## src/alut_pkg.sv

```systemverilog
/*
 * alut shared definitions
 * widths, table entry, request/response types and the slot hash
 */
package alut_pkg;

   // ----------------------------------------------------------------------
   // sizes
   // ----------------------------------------------------------------------
   localparam int alut_depth = 256;    // table entries
   localparam int mac_bytes  = 6;      // bytes folded by the hash

   typedef logic [7:0]  hash_t;        // table index
   typedef logic [47:0] mac_t;         // ethernet mac
   typedef logic [1:0]  port_t;        // switch port, 4 ports
   typedef logic [31:0] stamp_t;       // pclk26 cycles, wraps

   // ----------------------------------------------------------------------
   // table entry, 83 bits like the ram data bus
   // ----------------------------------------------------------------------
   typedef struct packed
   {
      logic   valid;                   // slot in use
      mac_t   mac;                     // learned source mac
      port_t  port;                    // ingress port it came in on
      stamp_t stamp;                   // time of last learn
   } alut_entry_t;

   typedef enum logic
   {
      op_lookup,                       // find egress port
      op_learn                         // store mac/port/time
   } alut_op_e;

   typedef struct packed
   {
      alut_op_e op;
      mac_t     mac;
      port_t    port;                  // ignored on lookup
   } alut_req_t;

   typedef struct packed
   {
      logic  hit;                      // mac found in its slot
      port_t port;
   } alut_rsp_t;

   // xor-fold the six mac bytes into one slot index
   function automatic hash_t alut_hash(input mac_t mac);
      hash_t h;
      h = '0;
      for (int i = 0; i < mac_bytes; i++)
      begin
         h = h ^ mac[8*i +: 8];        // fold byte i
      end
      return h;
   endfunction

endpackage
```

## src/alut_age_check.sv

```systemverilog
/*
 * alut age checker
 * time stamp counter, clears the table after reset, then ages out old entries
 */
`timescale 1ns/1ns

module alut_age_check
(
   input  logic                  pclk26,
   input  logic                  arst_n,
   input  logic                  age_en,
   input  alut_pkg::stamp_t      age_limit,
   input  logic                  busy,       // address checker has a request
   output alut_pkg::stamp_t      now,
   output logic                  init_done,
   // ram port b
   output alut_pkg::hash_t       addr_b,
   output logic                  we_b,
   output alut_pkg::alut_entry_t wdata_b,
   input  alut_pkg::alut_entry_t rdata_b
);
   import alut_pkg::*;

   typedef enum logic [2:0]
   {
      clear,        // reset sweep, one slot per cycle
      idle,         // aging off
      read,         // read issued for sweep_idx
      wait_data,    // parked while busy, slot gets re-read
      judge         // data back, drop it if too old
   } age_state_e;

   age_state_e state;
   hash_t      sweep_idx;    // slot under test
   stamp_t     age;          // modulo age of the entry read
   logic       expired;

   assign age     = now - rdata_b.stamp;
   assign expired = rdata_b.valid && (age > age_limit);

   assign addr_b  = sweep_idx;
   assign wdata_b = '0;                        // invalid entry
   assign we_b    = (state == clear) || ((state == judge) && !busy && expired);

   // free running time base
   always_ff @(posedge pclk26 or negedge arst_n)
   begin
      if (!arst_n)
         now <= '0;
      else
         now <= now + 1'b1;
   end

   // ----------------------------------------------------------------------
   // sweep fsm
   // ----------------------------------------------------------------------
   always_ff @(posedge pclk26 or negedge arst_n)
   begin
      if (!arst_n)
      begin
         state     <= idle;
         sweep_idx <= '0;
         init_done <= 1'b0;
      end
      else
      begin
         case (state)
            clear:
            begin
               sweep_idx <= sweep_idx + 1'b1;   // wraps back to 0
               if (sweep_idx == hash_t'(alut_depth - 1))
               begin
                  init_done <= 1'b1;
                  state     <= idle;
               end
            end
            idle:
            begin
               if (!init_done)
                  state <= clear;               // first cycle out of reset
               else if (age_en && !busy)
                  state <= read;
            end
            read:      state <= busy ? wait_data : judge;
            wait_data:
            begin
               if (!busy)
                  state <= age_en ? read : idle;   // old data is stale
            end
            judge:
            begin
               if (busy)
                  state <= wait_data;           // no write, redo this slot
               else
               begin
                  sweep_idx <= sweep_idx + 1'b1;
                  state     <= age_en ? read : idle;
               end
            end
            default:   state <= idle;
         endcase
      end
   end

endmodule

```

## config.mk

```make
export PLATFORM = sky130hd
export DESIGN_NAME = alut_age_check
export DESIGN_NICKNAME = d
export VERILOG_FILES = /design/src/alut_pkg.sv /design/src/alut_age_check.sv
export SDC_FILE = /design/constraint.sdc
export NUM_CORES = 1
export LEC_CHECK = 0
export BUFFER_PORTS_ARGS = -buffer_cell sky130_fd_sc_hd__buf_4
export CORE_MARGIN = 2
export CORE_UTILIZATION = 45
export DETAILED_ROUTE_END_ITERATION = 8
export PLACE_DENSITY = 0.78
export SLEW_MARGIN = 30
export SYNTH_ARGS = -nofsm -noshare
export SYNTH_HDL_FRONTEND = slang
export SYNTH_SLANG_ARGS = --single-unit
```

## constraint.sdc

```tcl
create_clock -name pclk26 -period 4.4 [get_ports pclk26]
set_input_delay 0.44 -clock pclk26 [delete_from_list [all_inputs] [get_ports pclk26]]
set_output_delay 0.44 -clock pclk26 [all_outputs]
set_load 0.05 [all_outputs]
```

==> summary.txt <==
Power
  • Peak VDD IR: 304.6 uV
  • Total power: 1.614 mW
  • LEAKAGE: 3.494 nW
  • Power per cell area: 249.3 mW/mm^2

STA
  • Fmax: 233.3 MHz
  • Layout Skew: 0.007798 ns
  • Final Hold Viols: 0
  • Max-slew headroom: 57.51%
  • Final period utilization: 97.40%
  • # setup viols final: 0
  • Slew Viols, Final: 0
  • Slew @ Worst Pin: 0.6335 ns
  • Tmin final: 4.286 ns

Place
  • Port Buf Inserts: 110
  • DP Wirelength: 9660 um
  • Placed insts: 899
  • Instance area at placement: 0.005984 mm^2
  • Gpl congestion: 0.8874

Setup path
  • Worst setup EP type: primary output
  • Reg-to-Reg End: now[31]$_DFF_PN0_
  • Largest stage delay, worst path: 0.40 ns
  • Reg-to-Reg Start: now[10]$_DFF_PN0_
  • R2R setup slack: 2.27 ns
  • WP depth: 19
  • Crit-path cells: inv_2 > ha_4 > inv_1 > fa_2 > a21oi_2 > o22ai_2 > o21ai_2 > a21oi_4 > o21ai_2 > a31oi_1 > xor2_1 > ha_1 > nand4_1 > nor4_2 > buf_4 > nand2_1 > a21oi_2 > a21oi_2 > buf_6
  • CP endpoint: we_b
  • Buf/Inv on CP: 4
  • Crit path from: now[0]$_DFF_PN0_
  • Slowest CP cell: dfrtp_1
  • Critical path's top delay family: compound AO/OA/AOI/OAI gates
  • WP data required: 3.96 ns
  • Crit-path max FO: 3
  • CP arrival: 3.85 ns
  • Most frequent CP cell: a21oi_2
  • Setup CP Type: reg2out
  • CP Launch Type: register
  • Register-to-Register Path Depth: 7

Route
  • 1st-iter DRT viols: 210
  • Number of vias per cell: 4.972
  • DRC: 0
  • Routed Wire Length: 12140 um
  • Via Count: 4564
  • Wire per inst: 13.22 um
  • Post-route ant nets: 0
  • Pre-Repair DR Iteration Count: 4

Clock network
  • Clk sink count: 44
  • Clock buffer depth: 2
  • CTS buffer count: 5
  • Clk root buf: clkbuf_16
  • Htree depth: 2
  • CTS tree: yes
  • Clk_lat worst skew: 0.29 ns
  • Hold buffers post-CTS: 0
  • Clock slew at reported path FFs: 0.07 ns

Yosys
  • Top post-synthesis cells by area: dfrtp_1 21%, ha_1 16%, buf_4 12%
  • Synth top area share: 20.57%
  • Flops & latches, synth: 44
  • Top-count cell post-synth: buf_4
  • Synth unique cells: 62
  • Syn Area/Cell: 8.136 um^2
  • Warnings from Yosys: 0
  • Async SR Flop Fraction: 100.0%
  • Area leader, netlist: dfrtp_1
  • Post-synth EDFFs: 0
  • Most frequently used flop master after synthesis: dfrtp_1
  • Commonest cells post-synth: 83 x buf_4, 72 x inv_1, 65 x ha_1
  • Sequential area share after synthesis: 21.07%
  • Post-Syn Area: 0.005231 mm^2
  • Cell count after synthesis: 643

Finish
  • Antenna fix cells: 0
  • Area growth syn-to-layout: 23.80%
  • Final #Nets: 959
  • Finished Layout Cells: 918
  • Utilization after layout: 56.96%
  • Layout cells sized above 1: 27.87%
  • Final Cell Area: 0.006476 mm^2

Floorplan
  • Die height: 111.8 um
  • Rows: 39
  • Initial Util: 46.01%
  • Die area: 0.01250 mm^2
  • IO Pins: 244
  • Core area: 0.01137 mm^2
  • Die W: 111.8 um

Global route
  • First-pass GRT wire length: 18540 um
  • GRT Total Usage: 17.80%
  • Largest net degree at the start of global routing: 45
  • Vias in the first global route: 3981
  • Initial antenna violation count: 0
  • GR Overflow Total: 0

Flow run
  • Number of max-cap violations: 0

Worst hold path
  • Worst min path class: in2async

Run status
  • Status: complete, no violations
==> cells by family (layout without fill, tap and decap cells) <==
kind of cell / Yosys count / in the layout / share of synthesized area (%)
other cells: 1 / 83 / 0.07168
xor+xnor: 65 / 65 / 10.88
flops: 44 / 44 / 21.07
simple gates: 167 / 167 / 17.53
buf+inv: 164 / 214 / 17.79
mux: 2 / 2 / 0.4066
fa+ha+maj: 66 / 66 / 15.93
compound gates: 134 / 134 / 16.31
==> final cells by class <==
type	count	area (um^2)
sequential	44	1106
inverter	72	270.3
tap	143	178.9
clock buffer	6	138.9
clock inverter	2	15.01
timing repair buffer	134	1010
fill	1047	4893
multi-input combinational	517	3757
==> per-layer routing <==
metal	up-vias	track usage, %	part of all wire [%]	routed length (um)
met3	10	2.559	5.0	607
li1	2318	-	-	-
met2	127	30.34	50	6017
met1	2109	24.49	44	5389
met5	-	0	0	0
met4	0	2.716	1.0	122
==> per-stage QoR <==
step	hold slack, ns	setup TNS [ns]	setup WS, ns
global placement	0.4794	0	0.1460
detailed placement	0.4875	0	0.1234
floorplan	0.1444	0	0.1592
CTS	0.1808	0	0.002629
finish	0.1304	0	0.1143
global route	0.2071	-0.05870	-0.05870
==> sequential cells by signal (all words and copies together), names as in the netlist <==
signal     cells
addr_b         8
init_done      1
now           32
state          3
==> worst reg2reg max path, cell delays in order (launching register included) <==
cell and delay, ns:
dfrtp_1 0.48, and4_4 0.28, nand4_4 0.13, nor3_2 0.26
nand4_2 0.25, nor3_2 0.32, nand3_1 0.15, xnor2_1 0.15
==> worst min path at each step <==
stage,start,to,cells past startpoint
3_5_place_dp,arst_n,addr_b[3]$_DFFE_PN0P_,1
5_1_grt,arst_n,addr_b[3]$_DFFE_PN0P_,1
6_report,arst_n,addr_b[3]$_DFFE_PN0P_,1
2_1_floorplan,arst_n,addr_b[0]$_DFFE_PN0P_,0
3_3_place_gp,arst_n,addr_b[3]$_DFFE_PN0P_,1
4_1_cts,arst_n,addr_b[3]$_DFFE_PN0P_,1
==> repair_timing <==
| item | CTS | global route |
|---|---|---|
| endpoints found under the setup margin | 1 | 1 |
| setup buffers | 0 | 11 |
| endpoints found under the hold margin | 0 | 0 |
| pin swaps | 6 | 20 |
| cloned | 0 | 0 |
| gates resized for setup | 9 | 50 |
==> power breakdown <==
group / leakage, nW / internal (mW) / switching [mW] / total, mW
clock network: 0.0691 / 0.226 / 0.161 / 0.386
registers: 0.578 / 0.446 / 0.0507 / 0.497
logic: 2.85 / 0.236 / 0.495 / 0.731
==> layout by cell type (no fill, tap or decap), types with 10 or more instances in the layout <==
cell type and instances:
nand2_1 44, o21ai_0 21, nand4_1 17, a21o_1 22, nand3_1 25, xor2_1 25, dfrtp_1 40, xnor2_1 40
nor2_1 24, a21oi_1 28, ha_1 53, inv_1 71, conb_1 83, buf_4 133, a21oi_2 10
(Power assumes the default switching activity.)
