<file path="src/alut_pkg.sv">
/*
 * alut shared definitions
 * widths, table entry, request/response types and the slot hash
 */
package alut_pkg;

   // ----------------------------------------------------------------------
   // sizes
   // ----------------------------------------------------------------------
   localparam int alut_depth = 256;    // table entries
   localparam int mac_bytes  = 6;      // bytes folded by the hash

   typedef logic [7:0]  hash_t;        // table index
   typedef logic [47:0] mac_t;         // ethernet mac
   typedef logic [1:0]  port_t;        // switch port, 4 ports
   typedef logic [31:0] stamp_t;       // pclk26 cycles, wraps

   // ----------------------------------------------------------------------
   // table entry, 83 bits like the ram data bus
   // ----------------------------------------------------------------------
   typedef struct packed
   {
      logic   valid;                   // slot in use
      mac_t   mac;                     // learned source mac
      port_t  port;                    // ingress port it came in on
      stamp_t stamp;                   // time of last learn
   } alut_entry_t;

   typedef enum logic
   {
      op_lookup,                       // find egress port
      op_learn                         // store mac/port/time
   } alut_op_e;

   typedef struct packed
   {
      alut_op_e op;
      mac_t     mac;
      port_t    port;                  // ignored on lookup
   } alut_req_t;

   typedef struct packed
   {
      logic  hit;                      // mac found in its slot
      port_t port;
   } alut_rsp_t;

   // xor-fold the six mac bytes into one slot index
   function automatic hash_t alut_hash(input mac_t mac);
      hash_t h;
      h = '0;
      for (int i = 0; i < mac_bytes; i++)
      begin
         h = h ^ mac[8*i +: 8];        // fold byte i
      end
      return h;
   endfunction

endpackage
</file>
<file path="src/alut_addr_check.sv">
/*
 * alut address checker
 * one learn or lookup at a time: hash, read slot, compare, write back on learn
 */
`timescale 1ns/1ns

module alut_addr_check
(
   input  logic                  pclk26,
   input  logic                  arst_n,
   // request channel
   input  alut_pkg::alut_req_t   req,
   input  logic                  req_valid,
   output logic                  req_ready,
   // response channel
   output alut_pkg::alut_rsp_t   rsp,
   output logic                  rsp_valid,
   input  logic                  rsp_ready,
   // from / to age checker
   input  logic                  init_done,
   input  alut_pkg::stamp_t      now,
   output logic                  busy,
   // ram port a
   output alut_pkg::hash_t       addr_a,
   output logic                  we_a,
   output alut_pkg::alut_entry_t wdata_a,
   input  alut_pkg::alut_entry_t rdata_a
);
   import alut_pkg::*;

   typedef enum logic [2:0]
   {
      idle,          // waiting for a request
      read,          // slot read issued
      wait_data,     // ram output valid
      resolve,       // compare, write back on learn
      respond        // hold rsp until taken
   } addr_state_e;

   addr_state_e state;
   alut_req_t   req_q;        // accepted request
   logic        accept;       // req transfer this edge
   logic        hit;          // slot holds the request mac
   logic        is_learn;

   // ----------------------------------------------------------------------
   // handshakes
   // ----------------------------------------------------------------------
   assign req_ready = init_done && (state == idle);   // table must be cleared first
   assign accept    = req_valid && req_ready;
   assign busy      = (state != idle);                // acceptance to rsp transfer

   // ----------------------------------------------------------------------
   // ram port a
   // ----------------------------------------------------------------------
   assign is_learn = (req_q.op == op_learn);
   assign addr_a   = alut_hash(req_q.mac);            // same slot all the way through
   assign we_a     = (state == resolve) && is_learn;

   always_comb
   begin
      wdata_a       = '0;
      wdata_a.valid = 1'b1;
      wdata_a.mac   = req_q.mac;
      wdata_a.port  = req_q.port;
      wdata_a.stamp = now;                             // age starts at this learn
   end

   assign hit = rdata_a.valid && (rdata_a.mac == req_q.mac);

   // ----------------------------------------------------------------------
   // control fsm
   // ----------------------------------------------------------------------
   always_ff @(posedge pclk26 or negedge arst_n)
   begin
      if (!arst_n)
      begin
         state     <= idle;
         rsp_valid <= 1'b0;
      end
      else
      begin
         case (state)
            idle:
            begin
               if (accept)
                  state <= read;
            end
            read:      state <= wait_data;   // ram samples addr_a here
            wait_data: state <= resolve;     // rdata_a now holds the slot
            resolve:
            begin
               rsp_valid <= 1'b1;            // 3 cycles after accept
               state     <= respond;
            end
            respond:
            begin
               if (rsp_ready)
               begin
                  rsp_valid <= 1'b0;
                  state     <= idle;
               end
            end
            default:   state <= idle;
         endcase
      end
   end

   // payload registers
   always_ff @(posedge pclk26)
   begin
      if (accept)
         req_q <= req;                      // held until next accept
      if (state == resolve)
      begin
         rsp.hit  <= hit;                   // learn: mac was already known
         rsp.port <= is_learn ? req_q.port : rdata_a.port;
      end
   end

endmodule

</file>
<file path="config.mk">
export PLATFORM = sky130hd
export DESIGN_NAME = alut_addr_check
export DESIGN_NICKNAME = d
export VERILOG_FILES = /design/src/alut_pkg.sv /design/src/alut_addr_check.sv
export SDC_FILE = /design/constraint.sdc
export NUM_CORES = 1
export LEC_CHECK = 0
export ABC_CLOCK_PERIOD_IN_PS = 9300
export BUFFER_PORTS_ARGS = -buffer_cell sky130_fd_sc_hd__buf_4
export CAP_MARGIN = 20
export CORE_AREA = 2 2 106 108
export DETAILED_ROUTE_END_ITERATION = 10
export DIE_AREA = 0 0 108 110
export GPL_TIMING_DRIVEN = 0
export MAX_ROUTING_LAYER = met4
export PLACE_DENSITY = 0.72
export SLEW_MARGIN = 10
export SYNTH_ARGS = -nofsm -noshare
export SYNTH_HDL_FRONTEND = slang
export SYNTH_SLANG_ARGS = --single-unit
</file>
<file path="constraint.sdc">
create_clock -name pclk26 -period 9.3 [get_ports pclk26]
set_input_delay 0.465 -clock pclk26 [delete_from_list [all_inputs] [get_ports pclk26]]
set_output_delay 0.465 -clock pclk26 [all_outputs]
set_load 0.005 [all_outputs]
</file>
==> metrics.yaml, run 1 <==
seq_area_frac_synth: 0.574
yosysMostFrequentCell: "xnor2_1"
post-route-min-period_ns: 2.12
ys_warn_count: 0
arrival_ns: 2.16
synth_edf_count: 54
setup_slack_ns: 7.18
drive_gt1_frac: 0.576
ios: 269
vdd_drop_max_mv: 0.101
n_fill_cell: 981
synthTopCellsByArea: "edfxtp_1 54%, xnor2_1 16%, buf_4 8.3%"
antenna_found_initial: 0
run_status: "completed"
syn_inst: 225
wl_um: 9710
synth_flop_cell: "edfxtp_1"
die_area_um2: 11900
place_congestion: 0.815
critPathLaunchType: "flip-flop"
grt_first_pass_wirelength_um: 13400
cts_buffers: 9
grt_use_total: 0.164
dr.pass1.iters: 4
crit_required_ns: 9.34
synth-seq-cells: 58
die_x_um: 108
fmax_mhz: 471
cts_tree: "yes"
clkTransAtPathRegs_ns: 0.07
maxCapViolCount: 0
synth_top_area_cell: "edfxtp_1"
postPlaceCellArea_um2: 4720
rsz0062_at_grt: "no"
setup-violations-final: 0
drv_slew: 0
power.density_nw_per_um2: 189
grt-ovfl-total: 0
worstSkewPairLatency_ns: 0.35
synthTopCellsByCount: "55 x xnor2_1, 54 x edfxtp_1, 33 x buf_4, 25 x xor2_1, 10 x inv_1"
setup_tns_ns: 0
finalInstanceArea_um2: 4960
die_h_um: 110
synth_top_cell_area_share: 0.541
viasPerCell: 4.26
final_hold_viol_count: 0
wl_per_cell_um: 16.6
finalCritPeriodShare: 0.228
leakage_nw: 2.15
cp_max_fo: 31
criticalPathCategory: "reg -> reg"
initial_utilization: 0.280
post-route-util: 0.464
grt_max_degree: 32
synth.net_count: 396
cts_buffer_depth: 2
diodes: 0
finalPower_w: 0.000937
tightest_slew_ns: 0.700
hpwl_um: 8120
htree_levels: 3
slew_headroom: 0.532
drtIter0Drc: 76
area_delta_synth_final_pct: 65.6
skew_ns: 0.00924
row_count: 38
grt_pass1_vias: 2527
dr_total_vias: 2497
synth_cell_types: 30
ys_async_sr_fraction: 0.0690
portBuffers: 203
cts_resized: 0
endpoint_kind: "flip-flop"
worstHoldPathType: "in -> reg"
fp.coreArea_um2: 10700
clockRootBuffer: "clkbuf_8"
place_ws_ns: 7.13
ant_nets: 0
drc: 0
syn_area_um2: 3000
clock_sinks: 58
num-nets-final: 612
avgSynthCellArea_um2: 13.3
## repair_timing
action,in CTS,in global routing
setup buffers,0,0
hold endpoints to repair,4,0
setup endpoints to repair,0,0
hold buffers,1,0
## sequential cells by signal, indices dropped and copies added (netlist names)
name,cells
wdata_a,50
rsp,3
state,3
is_learn,1
rsp_valid,1
## per-stage QoR
stage          std cells  hold slack, ns
2_1_floorplan        225           0.169
6_report             586           0.283
4_1_cts              586           0.260
3_5_place_dp         569           0.265
3_3_place_gp         568           0.261
5_1_grt              586           0.260
## logic make-up after synthesis
kind of cell	after synthesis	share of synthesized area
AND/OR/NAND/NOR	30	0.0622
multiplexers	2	0.00751
XOR/XNOR	80	0.234
other	1	0.00125
flip-flops	58	0.574
buffers and inverters	43	0.0952
AO/OA/AOI/OAI	11	0.0259
## final timing paths
kind,startpoint,end,slack (ns),cells past startpoint
max,state[0],wdata_a[70],7.18,3
min,req[30],wdata_a[62],0.28,1
max reg2reg,state[0],wdata_a[70],7.18,3
min reg2reg,state[2],state[1],0.52,1
max in group asynchronous,arst_n,state[1],8.74,2
min in group asynchronous,arst_n,state[0],0.45,2
## cell type report
type	instances	area (um2)	share of cell area
buffer	33	248	0.0499
tap	140	175	0.0353
inverter	10	37.5	0.00756
timing repair buffer	205	1550	0.313
sequential	58	1720	0.347
clock buffer	12	155	0.0313
multi-input combinational	124	998	0.201
clock inverter	4	73.8	0.0149
## report_power, final
part	internal (W)	switching [W]	total, W
Combinational	0.000175	0.000117	0.000291
Sequential	0.000334	0.0000402	0.000374
Clock	0.000166	0.000106	0.000272
Total	0.000674	0.000263	0.000937
## layout by cell type (no fill, tap or decap), types with 3 or more instances in the layout
cell / n
buf_4: 236
xnor2_1: 55
edfxtp_1: 54
xor2_1: 25
clkbuf_8: 11
inv_1: 10
nand4_1: 7
nor4_1: 5
nor2_1: 4
dfrtp_1: 4
o22ai_1: 3
## critical path: stages (launching register included)
cell and delay (ns):
dfrtp_1 0.45, or3_1 0.47, nor2_4 0.59, buf_12 0.29
## routing by layer
layer	wire length, um	up-vias	global-route usage	share of wire
li1	-	1180	-	-
met5	0	-	-	0
met1	3830	1143	0.186	0.39
met3	748	15	0.0341	0.077
met2	4950	159	0.278	0.51
met4	187	0	0.0760	0.019
Power figures use the tool's default switching activity.
==> run 2, diff against run 1 <==
--- a/config.mk
+++ b/config.mk
@@ -5,15 +5,15 @@
 export SDC_FILE = /design/constraint.sdc
 export NUM_CORES = 1
 export LEC_CHECK = 0
-export ABC_CLOCK_PERIOD_IN_PS = 9300
+export ABC_CLOCK_PERIOD_IN_PS = 2050
 export BUFFER_PORTS_ARGS = -buffer_cell sky130_fd_sc_hd__buf_4
 export CAP_MARGIN = 20
-export CORE_AREA = 2 2 106 108
+export CORE_AREA = 2 2 103 105
 export DETAILED_ROUTE_END_ITERATION = 10
-export DIE_AREA = 0 0 108 110
+export DIE_AREA = 0 0 105 107
 export GPL_TIMING_DRIVEN = 0
 export MAX_ROUTING_LAYER = met4
-export PLACE_DENSITY = 0.72
+export PLACE_DENSITY = 0.75
 export SLEW_MARGIN = 10
 export SYNTH_ARGS = -nofsm -noshare
 export SYNTH_HDL_FRONTEND = slang
==> constraint.sdc (replaced) <==
create_clock -name pclk26 -period 2.05 [get_ports pclk26]
set_input_delay 0.1025 -clock pclk26 [delete_from_list [all_inputs] [get_ports pclk26]]
set_output_delay 0.1025 -clock pclk26 [all_outputs]
set_load 0.005 [all_outputs]
==> run 2 against run 1 <==
Compared with the run above: sequential share of layout area shrank 3.6 points; first-iteration DRC count grew 25%; routed wire length grew 12%; via count grew 11%; global-route usage grew 3.4 points; sequential power grew to 4.5 times the previous value; total power grew to 4.8 times the previous value; utilization grew 8.5 points; die area shrank 5.4%; flip-flop and latch count is the same; combinational power grew to 5.1 times the previous value.
==> metrics.yaml, run 2 (synthesis results as in run 1) <==
cts_tree: "yes"
grt_pass1_vias: 2992  # +18%
hpwl_um: 8280  # +2.0%
dr_total_vias: 2766  # +11%
clock_sinks: 58  # unchanged
htree_levels: 3  # unchanged
critPathLaunchType: "flip-flop"
vdd_drop_max_mv: 0.518  # +410%
dr.pass1.iters: 4  # unchanged
final_cell_mix: "239 x buf_4, 55 x xnor2_1, 54 x edfxtp_1"
area_delta_synth_final_pct: 84.8
clockRootBuffer: "clkbuf_8"
clkTransAtPathRegs_ns: 0.07  # about the same
cts_buffers: 9  # unchanged
grt_use_total: 0.198  # +0.0340
arrival_ns: 1.98  # -0.18 ns
finalPower_w: 0.00446  # +380%
row_count: 37  # -2.6%
slew_headroom: 0.660  # +0.128
viasPerCell: 4.34  # +1.9%
grt_max_degree: 23  # -28%
r2r_slack_ns: 0.21  # -6.97 ns
run_status: "completed"
tightest_slew_ns: 0.505  # -0.195 ns
rsz0062_at_grt: "no"
fmax_mhz: 544  # +15%
drive_gt1_frac: 0.521  # -0.0553
die_area_um2: 11200  # -5.4%
die_x_um: 105  # -2.8%
antenna_found_initial: 0  # unchanged
ant_nets: 0  # unchanged
final_hold_viol_count: 0  # unchanged
final_common_cell: "buf_4"
grt-ovfl-total: 0  # unchanged
n_fill_cell: 828  # -16%
cts_buffer_depth: 2  # unchanged
finalCritPeriodShare: 0.897  # +0.669
drtIter0Drc: 95  # +25%
die_h_um: 107  # -2.7%
worstHoldPathType: "in -> reg"
initial_utilization: 0.297  # +0.0168
fp.coreArea_um2: 10100  # -5.7%
num-nets-final: 667  # +9.0%
post-route-min-period_ns: 1.84  # -0.281 ns
leakage_nw: 2.39  # +11%
criticalPathCategory: "reg -> reg"
grt_first_pass_wirelength_um: 15900  # +19%
drc: 0  # unchanged
setup-violations-final: 0  # unchanged
largest_reg_flops: 50  # unchanged
maxCapViolCount: 0  # unchanged
crit_required_ns: 2.19  # -7.15 ns
power.density_nw_per_um2: 805  # +330%
cp_max_fo: 3  # -90%
place_congestion: 0.780  # -4.3%
portBuffers: 203  # unchanged
setup_tns_ns: 0  # unchanged
ios: 269  # unchanged
drv_slew: 0  # unchanged
worstSkewPairLatency_ns: 0.33  # -0.02 ns
wl_um: 10900  # +12%
skew_ns: 0.00997  # +0.000729 ns
wl_per_cell_um: 17.1  # +3.5%
diodes: 0  # unchanged
endpoint_kind: "flip-flop"
-- run 2: cell types whose count changed in the layout (fill, tap and decap cells not counted), moves of 2 or more --
cell           before  now
dlygate4sd3_1       1   52
buf_4             236  239
buf_16              0    2
clkbuf_8           11    9
clkinv_1            0    2
-- run 2: cell type report --
| cell class | instances | area, um2 | share of cell area |
|---|---|---|---|
| timing repair buffer | 260 | 2120 | 0.383 |
| multi-input combinational | 124 | 1010 | 0.182 |
| clock inverter | 6 | 105 | 0.0190 |
| buffer | 33 | 248 | 0.0447 |
| sequential | 58 | 1720 | 0.311 |
| clock buffer | 10 | 128 | 0.0230 |
| inverter | 10 | 37.5 | 0.00677 |
| tap | 136 | 170 | 0.0307 |
-- run 2: metrics by stage --
| step | cell area, um2 | hold slack, ns | cells | utilization | setup slack, ns |
|---|---|---|---|---|---|
| after global placement | 4700 | -0.100 | 564 | 0.466 | -0.359 |
| after floorplan | 3010 | -0.193 | 225 | - | 0.0308 |
| after global routing | 5540 | 0.0498 | 637 | 0.549 | 0.0284 |
| after detailed placement | 4760 | -0.0991 | 566 | 0.472 | 0.0389 |
| after CTS | 5510 | 0.0653 | 634 | 0.546 | 0.0276 |
| final | 5540 | 0.0852 | 637 | 0.549 | 0.210 |
-- run 2: path summary, 6_finish.rpt --
check	from	cells after the start	end
min in group asynchronous	arst_n	2	rsp_valid
max	wdata_a[73]	5	rsp[2]
max in group asynchronous	arst_n	2	state[0]
min reg2reg	state[2]	1	state[1]
max reg2reg	wdata_a[73]	5	rsp[2]
min	rdata_a[32]	2	rsp[0]
-- run 2: what timing repair did --
item                       CTS  global route
setup endpoints to repair    0            19
buffers inserted             0             3
hold endpoints to repair    55             0
gates resized for setup      0             1
hold buffers                52             0
-- run 2: layer usage --
layer	GRT usage	wire length, um	share of wire
met1	0.205	3940	0.36
met2	0.366	6030	0.55
met3	0.0523	799	0.073
met4	0.0610	154	0.014
met5	-	0	0
-- run 2: worst max-delay path, cell delays in order, from the launching register on --
cell	delay, ns
edfxtp_1	0.47
xnor2_1	0.26
nand4_1	0.15
nor4_2	0.37
nand3_1	0.15
nor3_2	0.26
-- run 2: report_power, final --
group | switching, W | total (W) | leakage (nW) | internal (W)
logic | 0.000564 | 0.00147 | 1.74 | 0.000908
clock network | 0.000485 | 0.00129 | 0.112 | 0.000801
registers | 0.000192 | 0.00170 | 0.543 | 0.00151
==> run 3, diff against run 2 <==
--- a/config.mk
+++ b/config.mk
@@ -9,9 +9,9 @@
 export BUFFER_PORTS_ARGS = -buffer_cell sky130_fd_sc_hd__buf_4
 export CAP_MARGIN = 20
 export CORE_AREA = 2 2 103 105
+export CTS_BUF_LIST = sky130_fd_sc_hd__clkbuf_8 sky130_fd_sc_hd__clkbuf_16
 export DETAILED_ROUTE_END_ITERATION = 10
 export DIE_AREA = 0 0 105 107
-export GPL_TIMING_DRIVEN = 0
 export MAX_ROUTING_LAYER = met4
 export PLACE_DENSITY = 0.75
 export SLEW_MARGIN = 10
==> run 3 against run 2 <==
Compared with the run above: final cell count shrank 11%; clock power is 28% lower; sequential power hardly changed; flip-flop and latch count unchanged; combinational power decreased by 9.5%; critical path depth stayed put; hold slack worse by 0.018 ns; setup slack better by 0.037 ns; largest cell class unchanged.
==> metrics.yaml, run 3 (synthesis results as in run 1) <==
criticalPathCategory: "reg -> reg"
final_cell_mix: "172 x buf_4, 55 x xnor2_1, 54 x edfxtp_1"
die_area_um2: 11200  # unchanged
num-nets-final: 599  # -10%
dr_total_vias: 2498  # -9.7%
use_met1: 0.198  # -0.00683
top_usage_layer: "met2"
grt_pass1_vias: 2783  # -7.0%
post-route-min-period_ns: 1.80  # -0.0372 ns
grt_first_pass_wirelength_um: 15200  # -4.4%
fmax_mhz: 555  # +2.1%
hpwl_um: 7920  # -4.4%
drtIter0Drc: 77  # -19%
initial_utilization: 0.297  # unchanged
fp.coreArea_um2: 10100  # unchanged
met3_usage: 0.0413  # -0.0109
arrival_ns: 1.97  # about the same
maxCapViolCount: 0  # unchanged
portBuffers: 171  # -16%
p_sw_frac: 0.305  # +0.0264
row_count: 37  # unchanged
grt_use_met2: 0.347  # -0.0195
vdd_drop_max_mv: 0.432  # -17%
viasPerCell: 4.39  # +1.1%
post_cts_buffers: 0  # unchanged
htree_levels: 3  # unchanged
holdWs_ns: 0.0670  # -0.0182 ns
run_status: "completed"
final_hold_viol_count: 0  # unchanged
p_int_w: 0.00276  # -14%
cp_max_fo: 3  # unchanged
switchingPower_w: 0.00121  # -2.6%
grt_max_degree: 38  # +65%
area_delta_synth_final_pct: 64.6
cts_buffer_depth: 2  # unchanged
power.density_nw_per_um2: 804  # about the same
worstSkewPairLatency_ns: 0.35  # +0.02 ns
antenna_found_initial: 0  # unchanged
drv_slew: 0  # unchanged
grt_use_total: 0.193  # -0.00494
endpoint_kind: "flip-flop"
wl_per_cell_um: 18.8  # +9.5%
hold_depth: 3  # +1
ant_nets: 0  # unchanged
diodes: 0  # unchanged
setup-violations-final: 0  # unchanged
drc: 0  # unchanged
final_common_cell: "buf_4"
p_seq_frac: 0.429  # +0.047
clockRootBuffer: "clkbuf_8"
clkTransAtPathRegs_ns: 0.07  # about the same
place_congestion: 0.782  # +0.32%
setup_tns_ns: 0  # unchanged
finalCritPeriodShare: 0.879  # -0.0182
leakage_nw: 2.04  # -15%
tightest_slew_ns: 0.493  # -0.0116 ns
cts_tree: "yes"
pwr-share-clk: 0.236  # -0.052
crit_required_ns: 2.22  # +0.03 ns
die_x_um: 105  # unchanged
clock_sinks: 58  # unchanged
critPathLaunchType: "flip-flop"
die_h_um: 107  # unchanged
power_frac_comb: 0.336  # +0.006
cts_buffers: 9  # unchanged
skew_ns: 0.0100  # +0.0000384 ns
reg2regPathDepth: 5  # unchanged
wl_um: 10700  # -2.2%
ios: 269  # unchanged
largest_reg_flops: 50  # unchanged
finalPower_w: 0.00397  # -11%
grt-ovfl-total: 0  # unchanged
n_fill_cell: 912  # +10%
slew_headroom: 0.668  # +0.00780
dr.pass1.iters: 4  # unchanged
drive_gt1_frac: 0.446  # -0.0752
rsz0062_at_grt: "no"
worstHoldPathType: "in -> reg"
==> run 3: power groups by stage <==
| stage | Combinational, W | Sequential, W | Clock, W |
|---|---|---|---|
| detailed placement | 0.00126 | 0.00173 | 0 |
| global placement | 0.00124 | 0.00171 | 0 |
| finish | 0.00133 | 0.00170 | 0.000935 |
| floorplan | 0.000602 | 0.00170 | 0 |
| global route | 0.00144 | 0.00172 | 0.00101 |
| CTS | 0.00134 | 0.00170 | 0.000959 |
==> run 3: layout make-up <==
| class | instances | area [um2] | area share |
|---|---|---|---|
| multi-input combinational | 124 | 1010 | 0.205 |
| tap | 136 | 170 | 0.0345 |
| clock inverter | 6 | 26.3 | 0.00532 |
| sequential | 58 | 1720 | 0.349 |
| timing repair buffer | 225 | 1830 | 0.371 |
| clock buffer | 10 | 138 | 0.0279 |
| inverter | 10 | 37.5 | 0.00761 |
==> run 3: worst paths after layout <==
path                        startpoint  endpoint  slack (ns)
max                        wdata_a[60]    rsp[2]        0.25
min                          req_valid  state[0]        0.07
max reg2reg                wdata_a[60]    rsp[2]        0.25
min reg2reg                   state[2]  state[0]        0.53
max in group asynchronous       arst_n  state[2]        1.86
min in group asynchronous       arst_n  state[0]        0.08
==> run 3: worst max-delay path: stages, from the launching register on <==
cell	delay [ns]
edfxtp_1	0.47
xnor2_1	0.22
nand4_1	0.12
nor4_2	0.43
nand3_1	0.14
nor3_2	0.24
==> run 3: per-layer routing <==
layer | part of all wire | routed length [um] | vias up
met1 | 0.37 | 4000 | 1189
met2 | 0.54 | 5740 | 115
met4 | 0.037 | 395 | 0
li1 | - | - | 1157
met3 | 0.051 | 542 | 37
met5 | 0 | 0 | -
==> run 3: what timing repair did <==
item,4_1_cts,5_1_grt
gates resized for setup,0,1
setup endpoints to repair,0,1
endpoints found under the hold margin,55,0
hold buffers,52,0
==> run 3: through the flow <==
step / setup WS (ns) / cells / util / area, um2
floorplan: 0.0308 / 225 / - / 3010
global placement: 0.0493 / 501 / 0.421 / 4240
detailed placement: 0.0447 / 501 / 0.421 / 4240
CTS: 0.00754 / 569 / 0.488 / 4930
global route: 0.121 / 569 / 0.489 / 4930
finish: 0.248 / 569 / 0.489 / 4930
